==> config.mk <==
export PLATFORM = sky130hd
export DESIGN_NAME = icapi_flat
export DESIGN_NICKNAME = d
export VERILOG_FILES = /design/src/logic/xdrs_bus_pkg.sv /design/src/logic/xdrs_ifs.sv /design/src/logic/icapi.sv /design/src/flat_wrapper.sv
export SDC_FILE = /design/constraint.sdc
export NUM_CORES = 1
export LEC_CHECK = 0
export BUFFER_PORTS_ARGS = -buffer_cell sky130_fd_sc_hd__buf_2
export CAP_MARGIN = 30
export CORE_MARGIN = 3
export CORE_UTILIZATION = 30
export CTS_BUF_LIST = sky130_fd_sc_hd__clkbuf_4
export CTS_CLUSTER_DIAMETER = 200
export CTS_CLUSTER_SIZE = 24
export DETAILED_ROUTE_END_ITERATION = 8
export GPL_ROUTABILITY_DRIVEN = 0
export MAX_ROUTING_LAYER = met4
export PLACE_DENSITY_LB_ADDON = 0.2
export SLEW_MARGIN = 15
export SYNTH_ARGS = -nofsm -noshare
export SYNTH_HDL_FRONTEND = slang
export SYNTH_SLANG_ARGS = --single-unit
==> constraint.sdc <==
create_clock -name clk -period 2.9 [get_ports clk]
set_input_delay 0.145 -clock clk [delete_from_list [all_inputs] [get_ports clk]]
set_output_delay 0.145 -clock clk [all_outputs]
set_load 0.05 [all_outputs]
==> src/logic/xdrs_bus_pkg.sv <==
`default_nettype none

package xdrs_bus_pkg;

	// --------------------
	// shared bus word formats
	// --------------------

	// one bus data word, also one stream data item
	localparam int XDRS_DATA_W = 32;
	// word address on the shared bus
	localparam int XDRS_ADDR_W = 16;

	typedef logic [XDRS_DATA_W-1:0] xdrs_data_t;
	typedef logic [XDRS_ADDR_W-1:0] xdrs_addr_t;

	// bitstream length in words
	// same width as an address so a whole memory fits
	typedef logic [XDRS_ADDR_W-1:0] xdrs_size_t;

endpackage

`default_nettype wire

==> src/logic/xdrs_ifs.sv <==
`timescale 1ns/100ps
`default_nettype none

// --------------------
// shared memory bus
// --------------------
// req/gnt arbitration, then sel/ack per word
interface xbus_if;
	import xdrs_bus_pkg::*;

	logic       req;
	logic       gnt;
	logic       sel;
	xdrs_addr_t addr;
	xdrs_data_t wdata;
	logic       rnw;
	logic       ack;
	xdrs_data_t rdata;

	modport master (output req, sel, addr, wdata, rnw, input gnt, ack, rdata);
	modport slave  (input req, sel, addr, wdata, rnw, output gnt, ack, rdata);
endinterface


// --------------------
// bitstream load command
// --------------------
interface icap_cmd_if;
	import xdrs_bus_pkg::*;

	logic       start;
	xdrs_addr_t baddr;
	xdrs_size_t bsize;
	logic       done;

	modport initiator (output start, baddr, bsize, input done);
	modport target    (input start, baddr, bsize, output done);
endinterface

`default_nettype wire

==> src/logic/icapi.sv <==
`timescale 1ns/100ps
`default_nettype none

module icapi (
	input  logic                      clk,
	input  logic                      rst_n,
	icap_cmd_if.target                cmd,
	xbus_if.master                    bus,
	output logic                      cfg_we,
	output xdrs_bus_pkg::xdrs_data_t  cfg_word
);
	import xdrs_bus_pkg::*;

	enum logic [2:0] {ST_IDLE, ST_REQ, ST_XFER, ST_NEXT, ST_FIN} state;

	xdrs_addr_t addr_q;
	xdrs_size_t remain_q;
	logic       req_q;
	logic       sel_q;
	logic       done_q;

	// fetch engine only ever reads
	assign bus.req   = req_q;
	assign bus.sel   = sel_q;
	assign bus.addr  = addr_q;
	assign bus.wdata = '0;
	assign bus.rnw   = 1'b1;
	assign cmd.done  = done_q;

	always_ff @(posedge clk or negedge rst_n) begin
		if (!rst_n) begin
			state    <= ST_IDLE;
			addr_q   <= '0;
			remain_q <= '0;
			req_q    <= 1'b0;
			sel_q    <= 1'b0;
			done_q   <= 1'b0;
			cfg_we   <= 1'b0;
		end else begin
			cfg_we <= 1'b0;
			done_q <= 1'b0;
			case (state)
				ST_IDLE: if (cmd.start) begin
					addr_q   <= cmd.baddr;
					remain_q <= cmd.bsize;
					// empty bitstream skips the bus entirely
					req_q    <= (cmd.bsize != '0);
					state    <= (cmd.bsize != '0) ? ST_REQ : ST_FIN;
				end
				ST_REQ: if (bus.gnt) begin
					sel_q <= 1'b1;
					state <= ST_XFER;
				end
				ST_XFER: if (bus.ack) begin
					sel_q    <= 1'b0;
					cfg_we   <= 1'b1;
					addr_q   <= addr_q + 1'b1;
					remain_q <= remain_q - 1'b1;
					if (remain_q == xdrs_size_t'(1)) begin
						// last word hands the bus back
						req_q <= 1'b0;
						state <= ST_FIN;
					end else begin
						state <= ST_NEXT;
					end
				end
				// ack has dropped by now
				ST_NEXT: begin
					sel_q <= 1'b1;
					state <= ST_XFER;
				end
				ST_FIN: begin
					done_q <= 1'b1;
					state  <= ST_IDLE;
				end
				default: state <= ST_IDLE;
			endcase
		end
	end

	// word capture register
	always_ff @(posedge clk) begin
		if (state == ST_XFER && bus.ack) begin
			cfg_word <= bus.rdata;
		end
	end

	a_we_granted: assert property (@(posedge clk) disable iff (!rst_n)
		cfg_we |-> bus.gnt);

endmodule

`default_nettype wire

==> src/flat_wrapper.sv <==
// flat-port wrapper written by rule: the top's interface ports become plain ports
module icapi_flat import xdrs_bus_pkg::*;
  (clk, rst_n, cfg_we, cfg_word, cmd_start, cmd_baddr, cmd_bsize, cmd_done, bus_req, bus_sel, bus_addr, bus_wdata, bus_rnw, bus_gnt, bus_ack, bus_rdata);
  icap_cmd_if cmd_i ();
  xbus_if bus_i ();
  input  logic clk;
  input  logic rst_n;
  output logic cfg_we;
  output xdrs_bus_pkg::xdrs_data_t cfg_word;
  input wire logic [$bits(cmd_i.start)-1:0] cmd_start;
  input wire logic [$bits(cmd_i.baddr)-1:0] cmd_baddr;
  input wire logic [$bits(cmd_i.bsize)-1:0] cmd_bsize;
  output wire logic [$bits(cmd_i.done)-1:0] cmd_done;
  output wire logic [$bits(bus_i.req)-1:0] bus_req;
  output wire logic [$bits(bus_i.sel)-1:0] bus_sel;
  output wire logic [$bits(bus_i.addr)-1:0] bus_addr;
  output wire logic [$bits(bus_i.wdata)-1:0] bus_wdata;
  output wire logic [$bits(bus_i.rnw)-1:0] bus_rnw;
  input wire logic [$bits(bus_i.gnt)-1:0] bus_gnt;
  input wire logic [$bits(bus_i.ack)-1:0] bus_ack;
  input wire logic [$bits(bus_i.rdata)-1:0] bus_rdata;
  assign cmd_i.start = cmd_start;
  assign cmd_i.baddr = cmd_baddr;
  assign cmd_i.bsize = cmd_bsize;
  assign cmd_done = cmd_i.done;
  assign bus_req = bus_i.req;
  assign bus_sel = bus_i.sel;
  assign bus_addr = bus_i.addr;
  assign bus_wdata = bus_i.wdata;
  assign bus_rnw = bus_i.rnw;
  assign bus_i.gnt = bus_gnt;
  assign bus_i.ack = bus_ack;
  assign bus_i.rdata = bus_rdata;
  icapi u_core (.clk(clk), .rst_n(rst_n), .cmd(cmd_i), .bus(bus_i), .cfg_we(cfg_we), .cfg_word(cfg_word));
endmodule
==> out/metrics.csv, run 1 <==
stage,metric,value,unit
floorplanning,Die Area,13500,um2
worst_setup_path,CP arrival,2520,ps
synth,Synthesis Warnings,0,
global_routing,grt ovf,0,
global_routing,number of global-route vias before repair,2983,
worst_setup_path,FF-to-FF Start,u_core.state[1],
run,max-cap viol count,0,
power_and_ir_drop,overall power,3330,uW
worst_setup_path,Setup crit end kind,flop,
synth,Post-synth EDFFs,32,
power_and_ir_drop,PwrDens,691,nW/um2
global_routing,first-pass GRT wire length,15700,um
power_and_ir_drop,leakage,0.00207,uW
sta,Slew @ Worst Pin,857,ps
synth,post-synth design cell area,3650,um2
power_and_ir_drop,VDD IR max,570,uV
finish,layout cells sized above 1,29.0,%
worst_setup_path,critical path type,reg2reg,
floorplanning,die width,116,um
global_routing,pin count of the biggest net entering global routing,51,
global_routing,global router's overall resource usage,15.4,%
finish,ANT cells,0,
min_path,hold worst-path end,u_core.bus.addr[3],
finish,most frequent cells in the layout,"buf_2, dlygate4sd3_1, dfrtp_1",
clocking,"Reg clk slew, reported paths",120,ps
route,DR DRC count,0,
sta,Max Slew Vio Count,0,
clocking,postcts setup bufs,0,
route,Detailed Route WL,10300,um
worst_setup_path,Startpoint Class,flop,
sta,Worst Skew,8.05,ps
min_path,number of cells on the worst hold path,3,
floorplanning,Rows,39,
synth,Post-Synthesis Cells,355,
finish,area of the multi-input gates,1450,um2
min_path,Hold Startpoint,cmd_baddr[3],
worst_setup_path,r2r setup slk,680,ps
sta,Fin. Hold Viols,0,
route,vias per cell,5.00,
route,Pre-Repair DR Iteration Count,5,
finish,"most common cell after layout, fill and taps aside",buf_2,
clocking,clock sinks,71,
finish,number of nets in the layout,580,
finish,FF+latch area,1940,um2
floorplanning,core area,11700,um2
clocking,Clock Latency Late Sink,420,ps
clocking,CTS tree,done,
floorplanning,# IOs,154,
place,Port Buffers,120,
worst_setup_path,reg2reg end,u_core.bus.addr[8],
finish,Area Overhead vs Synth,32.1,%
worst_setup_path,WP data required,3200,ps
sta,setup TNS,0,ps
sta,upper clock frequency limit,0.450,GHz
clocking,Max Buffers Root-to-Sink,2,
worst_setup_path,cell depth of the worst flop-to-flop path,4,
place,hpwl dp,7190,um
synth,"Seq/Total Area, Yosys",53.1,%
synth,Mapped Avg Cell Area,10.3,um2
finish,Finished Layout Cells,656,
min_path,Hold WC Path Type,in2reg,
synth,Post-synth ARST share,54.9,%
synth,post-synth cell types,53,
synth,"Top FF cell, synth",dfrtp_1,
route,drt wl/cell,15.7,um
sta,RSZ-0062 raised after global routing,no,
sta,setup violators final,0,
route,via count,3279,
run_status,status,completed,
place,DP Worst Slack,714,ps
clocking,CTS root buf,clkbuf_4,
route,Final ANT Viol Nets,0,
synth,number of synthesized register bits,71,
floorplanning,Die Span Y,116,um
worst_setup_path,CP max FO,23,
sta,Final min period,2220,ps
place,placed cell count,598,
global_routing,initial antenna violation count,0,
finish,number of fill cells in the layout,1135,
route,first-iteration detailed-routing DRC count,277,
sta,slew margin rel.,42.3,%
sta,fin crit share,76.5,%
clocking,total CTS buffers,9,
sta,PnR worst setup slack,680,ps
clocking,H-tree levels,3,
floorplanning,Initial Util,31.3,%
repair_timing:
| action | in CTS | in global routing |
|---|---|---|
| hold buffers | 41 | 1 |
| gates resized for setup | 0 | 0 |
| endpoints found under the hold margin | 58 | 1 |
critical path, cell delays in order (launching register included):
cell	delay (ps)
dfrtp_1	560
or3b_1	730
or4_1	630
o21ai_1	90
a21oi_1	80
cell usage after synthesis, drive strengths merged (3+ instances only):
master | n | share of area, %
o21ai | 24 | 3.3
nor2 | 20 | 2.1
o2bb2ai | 4 | 0.96
a22oi | 5 | 1.0
dfrtp | 39 | 27
o22a | 4 | 0.96
or4 | 5 | 1.0
mux2i | 5 | 1.4
nor3b | 3 | 0.75
ha | 3 | 1.0
nand3 | 13 | 1.8
or3 | 5 | 0.86
edfxtp | 32 | 26
nor3 | 10 | 1.5
buf | 46 | 8.7
clkbuf | 11 | 1.1
o22ai | 3 | 0.51
o31ai | 3 | 0.62
nand2 | 22 | 2.3
o32ai | 3 | 0.72
a21oi | 33 | 4.5
inv | 8 | 0.82
nand4 | 6 | 1.0
nor4 | 11 | 1.9
nand4b | 4 | 0.96
area by class of cell:
class                   instances  area share (%)
multi-input cells             250            30.1
repair buffers                168            22.4
inverters                       8           0.623
well taps                     143            3.71
clock buffers                  10            1.56
clock inverters                 6            1.45
flip-flops and latches         71            40.2
layer usage:
layer  wire length (um)  up-vias  track usage [%]  share of wire (%)
met5                  0        -                -                  0
met4                187        0             5.41                1.8
met3               1010       13             4.40                9.8
met2               4540      162             23.4                 44
met1               4570     1536             19.7                 44
li1                   -     1568                -                  -
through the flow:
stage / area (um2) / utilization, % / hold WS, ps
after floorplan: 3770 / - / -151
after global placement: 4240 / 36.3 / 323
after detailed placement: 4260 / 36.5 / 139
after CTS: 4810 / 41.3 / 1.71
after global routing: 4820 / 41.3 / 8.97
final: 4820 / 41.3 / 32.3
worst max-delay path by stage:
stage	end	slack, ps	startpoint	depth (start not counted)
after floorplan	u_core.bus.addr[13]	880	u_core.state[1]	6
after global placement	u_core.bus.addr[9]	740	u_core.state[1]	4
after detailed placement	u_core.bus.addr[8]	710	u_core.state[1]	4
after CTS	u_core.bus.addr[8]	680	u_core.state[1]	4
after global routing	u_core.bus.addr[9]	580	u_core.state[1]	4
final	u_core.bus.addr[8]	680	u_core.state[1]	4
cells by family (layout without fill, tap and decap cells):
group | count (synthesis) | count (layout) | synth area share (%)
AND/OR/NAND/NOR | 110 | 110 | 16.3
multiplexers | 7 | 7 | 1.99
flip-flops | 71 | 71 | 53.1
buffers and inverters | 65 | 192 | 10.7
other | 2 | 33 | 0.206
AO/OA/AOI/OAI | 97 | 97 | 16.8
adder cells (fa/ha/maj) | 3 | 3 | 1.03
flip-flops by register name, summed over array words and instances (netlist names):
name / count
u_core.bus.addr: 16
u_core.bus.req: 1
u_core.bus.sel: 1
u_core.cfg_we: 1
u_core.cfg_word: 32
u_core.cmd.done: 1
u_core.remain_q: 16
u_core.state: 3
where the power goes:
part	switching, uW	internal [uW]	leakage [uW]
combinational	876	346	0.00125
clock	376	276	0.0000692
sequential	219	1240	0.000755
total	1470	1860	0.00207
(Power assumes the default switching activity.)
==> run 2, diff against run 1 <==
clock period = 1.9 ns   (was 2.9 ns; I/O delays follow)
==> run 2 against run 1 <==
Against the previous run: maximum frequency is 24% higher; flip-flop and latch count stayed put; largest power group unchanged; global-route usage hardly changed; non-clock buffer count is 35 higher; critical endpoint is now u_core.remain_q[9].
==> out/metrics.csv, run 2 (synthesis results as in run 1) <==
stage,metric,value,unit
min_path,Hold Startpoint,cmd_bsize[10],
route,DR DRC count,0,
worst_setup_path,WP data required,2200,ps
global_routing,initial antenna violation count,0,
sta,setup TNS,0,ps
floorplanning,core area,11700,um2
floorplanning,Die Span Y,116,um
run,max-cap viol count,0,
worst_setup_path,r2r setup slk,110,ps
worst_setup_path,cell depth of the worst flop-to-flop path,5,
power_and_ir_drop,switching power,2280,uW
clocking,"Reg clk slew, reported paths",120,ps
global_routing,grt ovf,0,
route,Pre-Repair DR Iteration Count,4,
floorplanning,Die Area,13500,um2
route,via count,3390,
power_and_ir_drop,Comb power frac,39.9,%
finish,most frequent cells in the layout,"buf_2, dlygate4sd3_1, dfrtp_1",
finish,Area Overhead vs Synth,42.0,%
worst_setup_path,Setup crit end kind,flop,
sta,Slew @ Worst Pin,544,ps
sta,setup violators final,0,
route,drt wl/cell,15.0,um
global_routing,number of global-route vias before repair,3211,
place,DP Worst Slack,25.5,ps
global_routing,pin count of the biggest net entering global routing,40,
worst_setup_path,CP max-delay cell,or4_1,
power_and_ir_drop,Internal,2790,uW
clocking,CTS tree,done,
finish,Largest register FFs,32,
sta,PnR worst setup slack,108,ps
run_status,status,completed,
clocking,CTS root buf,clkbuf_4,
power_and_ir_drop,overall power,5070,uW
power_and_ir_drop,Clk pwr share,16.1,%
worst_setup_path,CP arrival,2100,ps
min_path,number of cells on the worst hold path,3,
route,vias per cell,4.91,
clocking,H-tree levels,3,
clocking,Max Buffers Root-to-Sink,2,
power_and_ir_drop,Sequential Power Share,43.9,%
worst_setup_path,crit path cell chain,buf_4 -> or4_1 -> nor2_1 -> a41o_1 -> a21oi_1,
place,Port Buffers,120,
worst_setup_path,"slowest stage delay, CP",650,ps
worst_setup_path,reg2reg end,u_core.remain_q[9],
sta,Fin. Hold Viols,0,
finish,number of nets in the layout,615,
sta,RSZ-0062 raised after global routing,no,
finish,"most common cell after layout, fill and taps aside",buf_2,
floorplanning,Initial Util,31.3,%
power_and_ir_drop,switch share,45.0,%
sta,Max Slew Vio Count,0,
route,Detailed Route WL,10400,um
sta,Worst Skew,18.0,ps
finish,final core utilization,44.4,%
power_and_ir_drop,leakage,0.00224,uW
floorplanning,# IOs,154,
place,placed cell count,617,
power_and_ir_drop,VDD IR max,894,uV
finish,Largest Register,u_core.cfg_word,
place,hpwl dp,7090,um
worst_setup_path,FF-to-FF Start,u_core.remain_q[0],
sta,slew margin rel.,63.4,%
worst_setup_path,critical path type,reg2reg,
sta,fin crit share,94.3,%
finish,number of fill cells in the layout,1141,
finish,layout cells sized above 1,32.0,%
floorplanning,Rows,39,
global_routing,global router's overall resource usage,15.4,%
clocking,clock sinks,71,
clocking,total CTS buffers,9,
global_routing,first-pass GRT wire length,15900,um
clocking,Clock Latency Late Sink,420,ps
sta,Final min period,1790,ps
finish,Finished Layout Cells,691,
route,Final ANT Viol Nets,0,
min_path,Hold WC Path Type,in2reg,
min_path,hold worst-path end,u_core.remain_q[10],
worst_setup_path,Startpoint Class,flop,
worst_setup_path,CP max FO,6,
floorplanning,die width,116,um
route,first-iteration detailed-routing DRC count,279,
sta,upper clock frequency limit,0.558,GHz
power_and_ir_drop,PwrDens,978,nW/um2
## run 2: area by class of cell
cell class | instances | area (um2) | share of cell area (%)
antenna | 1 | 2.50 | 0.0483
clock buffer | 9 | 67.6 | 1.30
clock inverter | 6 | 38.8 | 0.748
inverter | 8 | 33.8 | 0.652
multi-input combinational | 250 | 1490 | 28.7
sequential | 71 | 1940 | 37.4
tap | 143 | 179 | 3.45
timing repair buffer | 203 | 1440 | 27.7
## run 2: critical path: cells and delay by family, from the launching register on
kind | cells | cell delay (ps)
AOI/OAI and AO/OA | 2 | 260
buffers and inverters | 1 | 150
DFF | 1 | 400
and+or+nand+nor | 2 | 870
## run 2: metrics by stage
| stage | hold slack (ps) | area, um2 |
|---|---|---|
| 2_1_floorplan | -201 | 3780 |
| 3_3_place_gp | 209 | 4460 |
| 3_5_place_dp | 212 | 4460 |
| 4_1_cts | 7.70 | 5140 |
| 5_1_grt | 17.3 | 5180 |
| 6_report | 52.4 | 5180 |
## run 2: power by group through the flow
stage / sequential (uW) / combinational (uW) / clock (uW)
2_1_floorplan: 2730 / 874 / 0
3_3_place_gp: 2230 / 1890 / 0
3_5_place_dp: 2240 / 1910 / 0
4_1_cts: 2210 / 2000 / 887
5_1_grt: 2280 / 2200 / 935
6_report: 2230 / 2020 / 819
## run 2: routing by layer
metal	wire length (um)	GRT usage (%)
met3	833	3.78
met4	117	3.94
met1	4540	19.3
met2	4890	25.1
met5	0	-
## run 2: how the worst max path moves through the flow
stage                        from                   to  slack [ps]
3_5_place_dp   u_core.remain_q[1]  u_core.remain_q[14]          30
5_1_grt        u_core.remain_q[0]   u_core.remain_q[9]          10
4_1_cts        u_core.remain_q[1]  u_core.remain_q[14]          50
6_report       u_core.remain_q[0]   u_core.remain_q[9]         110
3_3_place_gp   u_core.remain_q[1]  u_core.remain_q[14]          90
2_1_floorplan  u_core.bus.addr[0]   u_core.bus.addr[8]           8
## run 2: what timing repair did
action,in CTS,in global routing
endpoints found under the setup margin,1,8
setup buffers,0,0
pin swaps,0,1
hold buffers,58,0
endpoints found under the hold margin,98,0
gates resized for setup,1,7
==> run 3, diff against run 2 <==
ABC_AREA = 1   (was not set)
CORE_MARGIN = not set   (was 3)
==> run 3 against run 2 <==
Against the previous run: non-clock buffer count is 26 lower; setup slack better by 160 ps; cell count is 23% higher; cell area is 2.1% higher; hold slack worse by 26 ps; power is 59% higher; clock power is 17% higher; critical path depth is 3 higher.
==> out/metrics.csv, run 3 <==
stage,metric,value,unit
worst_setup_path,critical path type,reg2reg,
finish,Area Overhead vs Synth,33.8,%
worst_setup_path,reg2reg end,u_core.remain_q[15],
worst_setup_path,CP arrival,1910,ps
clocking,Max Buffers Root-to-Sink,2,
finish,most frequent cells in the layout,"nand2_1, buf_2, nor2_1",
synth,Synthesis Warnings,0,
clocking,Clock Latency Late Sink,410,ps
finish,ANT cells,0,
synth,"Seq/Total Area, Yosys",48.9,%
worst_setup_path,FF-to-FF Start,u_core.remain_q[2],
floorplanning,die width,117,um
place,Port Buffers,120,
sta,Slew @ Worst Pin,517,ps
global_routing,grt ovf,0,
finish,"most common cell after layout, fill and taps aside",nand2_1,
worst_setup_path,cell depth of the worst flop-to-flop path,8,
synth,most frequent cell after synthesis,nand2_1,
synth,Post-synth EDFFs,32,
route,drt wl/cell,11.8,um
global_routing,global router's overall resource usage,15.9,%
global_routing,pin count of the biggest net entering global routing,56,
synth,post-synth cell types,30,
worst_setup_path,r2r setup slk,270,ps
sta,Worst Skew,35.0,ps
sta,setup violators final,0,
synth,Synth area leaders,"dfrtp_1, edfxtp_1, nand2_1, buf_4, nor2_1",
finish,Largest Register,u_core.cfg_word,
synth,Mapped Avg Cell Area,7.89,um2
finish,layout cells sized above 1,22.2,%
min_path,Hold WC Path Type,in2reg,
synth,"Top FF cell, synth",dfrtp_1,
synth,combinational family with the most area after synthesis,simple AND/OR/NAND/NOR gates,
power_and_ir_drop,switch share,51.8,%
synth,post-synth design cell area,3960,um2
global_routing,number of global-route vias before repair,3625,
synth,area share of the largest cell type after synthesis,24.7,%
floorplanning,Die Area,13700,um2
synth,Post-Synthesis Cells,502,
power_and_ir_drop,Clk pwr share,11.8,%
place,hpwl dp,7000,um
sta,Fin. Hold Viols,0,
route,DR DRC count,0,
clocking,CTS tree,done,
sta,PnR worst setup slack,273,ps
route,vias per cell,4.36,
clocking,Post-CTS Resized,0,
finish,Largest register FFs,32,
sta,setup TNS,0,ps
synth,Synth Area in XOR/XNOR,0.664,%
clocking,"Reg clk slew, reported paths",130,ps
route,via count,3711,
synth,number of synthesized register bits,71,
finish,final core utilization,41.6,%
global_routing,first-pass GRT wire length,16300,um
global_routing,initial antenna violation count,0,
worst_setup_path,Startpoint Class,flop,
place,DP Worst Slack,290,ps
clocking,CTS root buf,clkbuf_4,
worst_setup_path,Setup crit end kind,flop,
floorplanning,core area,12700,um2
route,first-iteration detailed-routing DRC count,135,
synth,top cell types by occurrence after synthesis,"nand2_1, nor2_1, inv_1",
sta,upper clock frequency limit,0.615,GHz
worst_setup_path,Worst Setup EP,u_core.remain_q[15],
sta,Hold WS,26.8,ps
run,max-cap viol count,0,
floorplanning,Rows,41,
run_status,status,completed,
clocking,total CTS buffers,9,
power_and_ir_drop,Comb power frac,54.9,%
floorplanning,Die Span Y,117,um
sta,slew margin rel.,65.4,%
worst_setup_path,CP max FO,7,
power_and_ir_drop,Sequential Power Share,33.3,%
synth,proportion of synthesized area in mux cells,0,%
synth,Post-synth ARST share,54.9,%
floorplanning,# IOs,154,
floorplanning,Initial Util,31.1,%
synth,Synth Area in Compound Gates,7.96,%
clocking,clock sinks,71,
synth,Synth area leader,dfrtp_1,
power_and_ir_drop,Internal,3900,uW
synth,adder-cell area share of the yosys netlist,0.948,%
sta,RSZ-0062 raised after global routing,no,
worst_setup_path,WP data required,2180,ps
synth,simple-gate share of the synthesized area,28.1,%
sta,Max Slew Vio Count,0,
route,Final ANT Viol Nets,0,
power_and_ir_drop,switching power,4190,uW
power_and_ir_drop,leakage,0.00262,uW
power_and_ir_drop,PwrDens,1530,nW/um2
sta,Final min period,1630,ps
sta,fin crit share,85.6,%
power_and_ir_drop,VDD IR max,866,uV
finish,number of nets in the layout,746,
clocking,H-tree levels,3,
worst_setup_path,crit path from,u_core.remain_q[2],
route,Pre-Repair DR Iteration Count,4,
route,Detailed Route WL,10100,um
-- run 3: changes by cell type in the layout (fill, tap and decap cells not counted), sizes merged, moves of 11 or more --
| cell | before | now |
|---|---|---|
| nor4 | 11 | 0 |
| nand3 | 13 | 31 |
| nand2 | 22 | 161 |
| nor2 | 20 | 60 |
| buf | 145 | 125 |
| o21ai | 24 | 39 |
| a21oi | 33 | 14 |
| inv | 7 | 49 |
-- run 3: logic make-up (layout without fill, tap and decap cells) --
family / Yosys count / in the layout
xor+xnor: 3 / 3
compound gates: 60 / 60
simple gates: 267 / 267
flops: 71 / 71
fa+ha+maj: 3 / 3
other cells: 2 / 33
buf+inv: 96 / 242
-- run 3: power groups by stage --
stage	clock, uW	sequential [uW]	combinational (uW)
after global routing	1050	2780	4950
after floorplan	0	3710	2400
after CTS	999	2690	4480
after global placement	0	2710	4330
final	957	2690	4440
after detailed placement	0	2710	4390
-- run 3: per-layer routing --
metal  track usage, %  routed length (um)  vias up
li1                 -                   -     1886
met1             18.8                4670     1674
met2             27.5                4640      142
met3             2.88                 661        9
met4             5.23                  84        0
met5                -                   0        -
-- run 3: repair_timing --
action / 4_1_cts / 5_1_grt
hold buffers: 52 / 0
setup buffers: 0 / 0
endpoints found under the hold margin: 90 / 0
-- run 3: area by class of cell --
class / instances / area (um2)
inverters: 49 / 184
fillers: 1315 / 7430
multi-input cells: 366 / 1620
clock inverters: 3 / 37.5
flip-flops and latches: 71 / 1940
well taps: 172 / 215
clock buffers: 13 / 97.6
repair buffers: 177 / 1210
-- run 3: worst min path at each step --
stage / from / end / depth (start not counted) / slack, ps
CTS: cmd_baddr[10] / u_core.bus.addr[10] / 5 / 2
global route: cmd_bsize[3] / u_core.remain_q[3] / 3 / 30
global placement: rst_n / u_core.bus.addr[15] / 2 / 90
finish: cmd_baddr[9] / u_core.bus.addr[9] / 5 / 30
detailed placement: rst_n / u_core.bus.addr[13] / 2 / 90
floorplan: rst_n / u_core.bus.addr[0] / 0 / -200
-- run 3: per-stage QoR --
step	cell area (um2)	power, uW	instances
finish	5300	8090	851
global route	5300	8780	851
CTS	5300	8160	851
detailed placement	4640	7100	783
global placement	4640	7040	783
floorplan	4080	6110	533
-- run 3: worst max-delay path: stages, from the launching register on --
cell	delay, ps
dfrtp_1	440
nor2_1	140
nand2_1	120
nor2_1	440
nand2_1	110
nand2_1	70
nand3_1	60
nand2_1	70
nand2_1	40
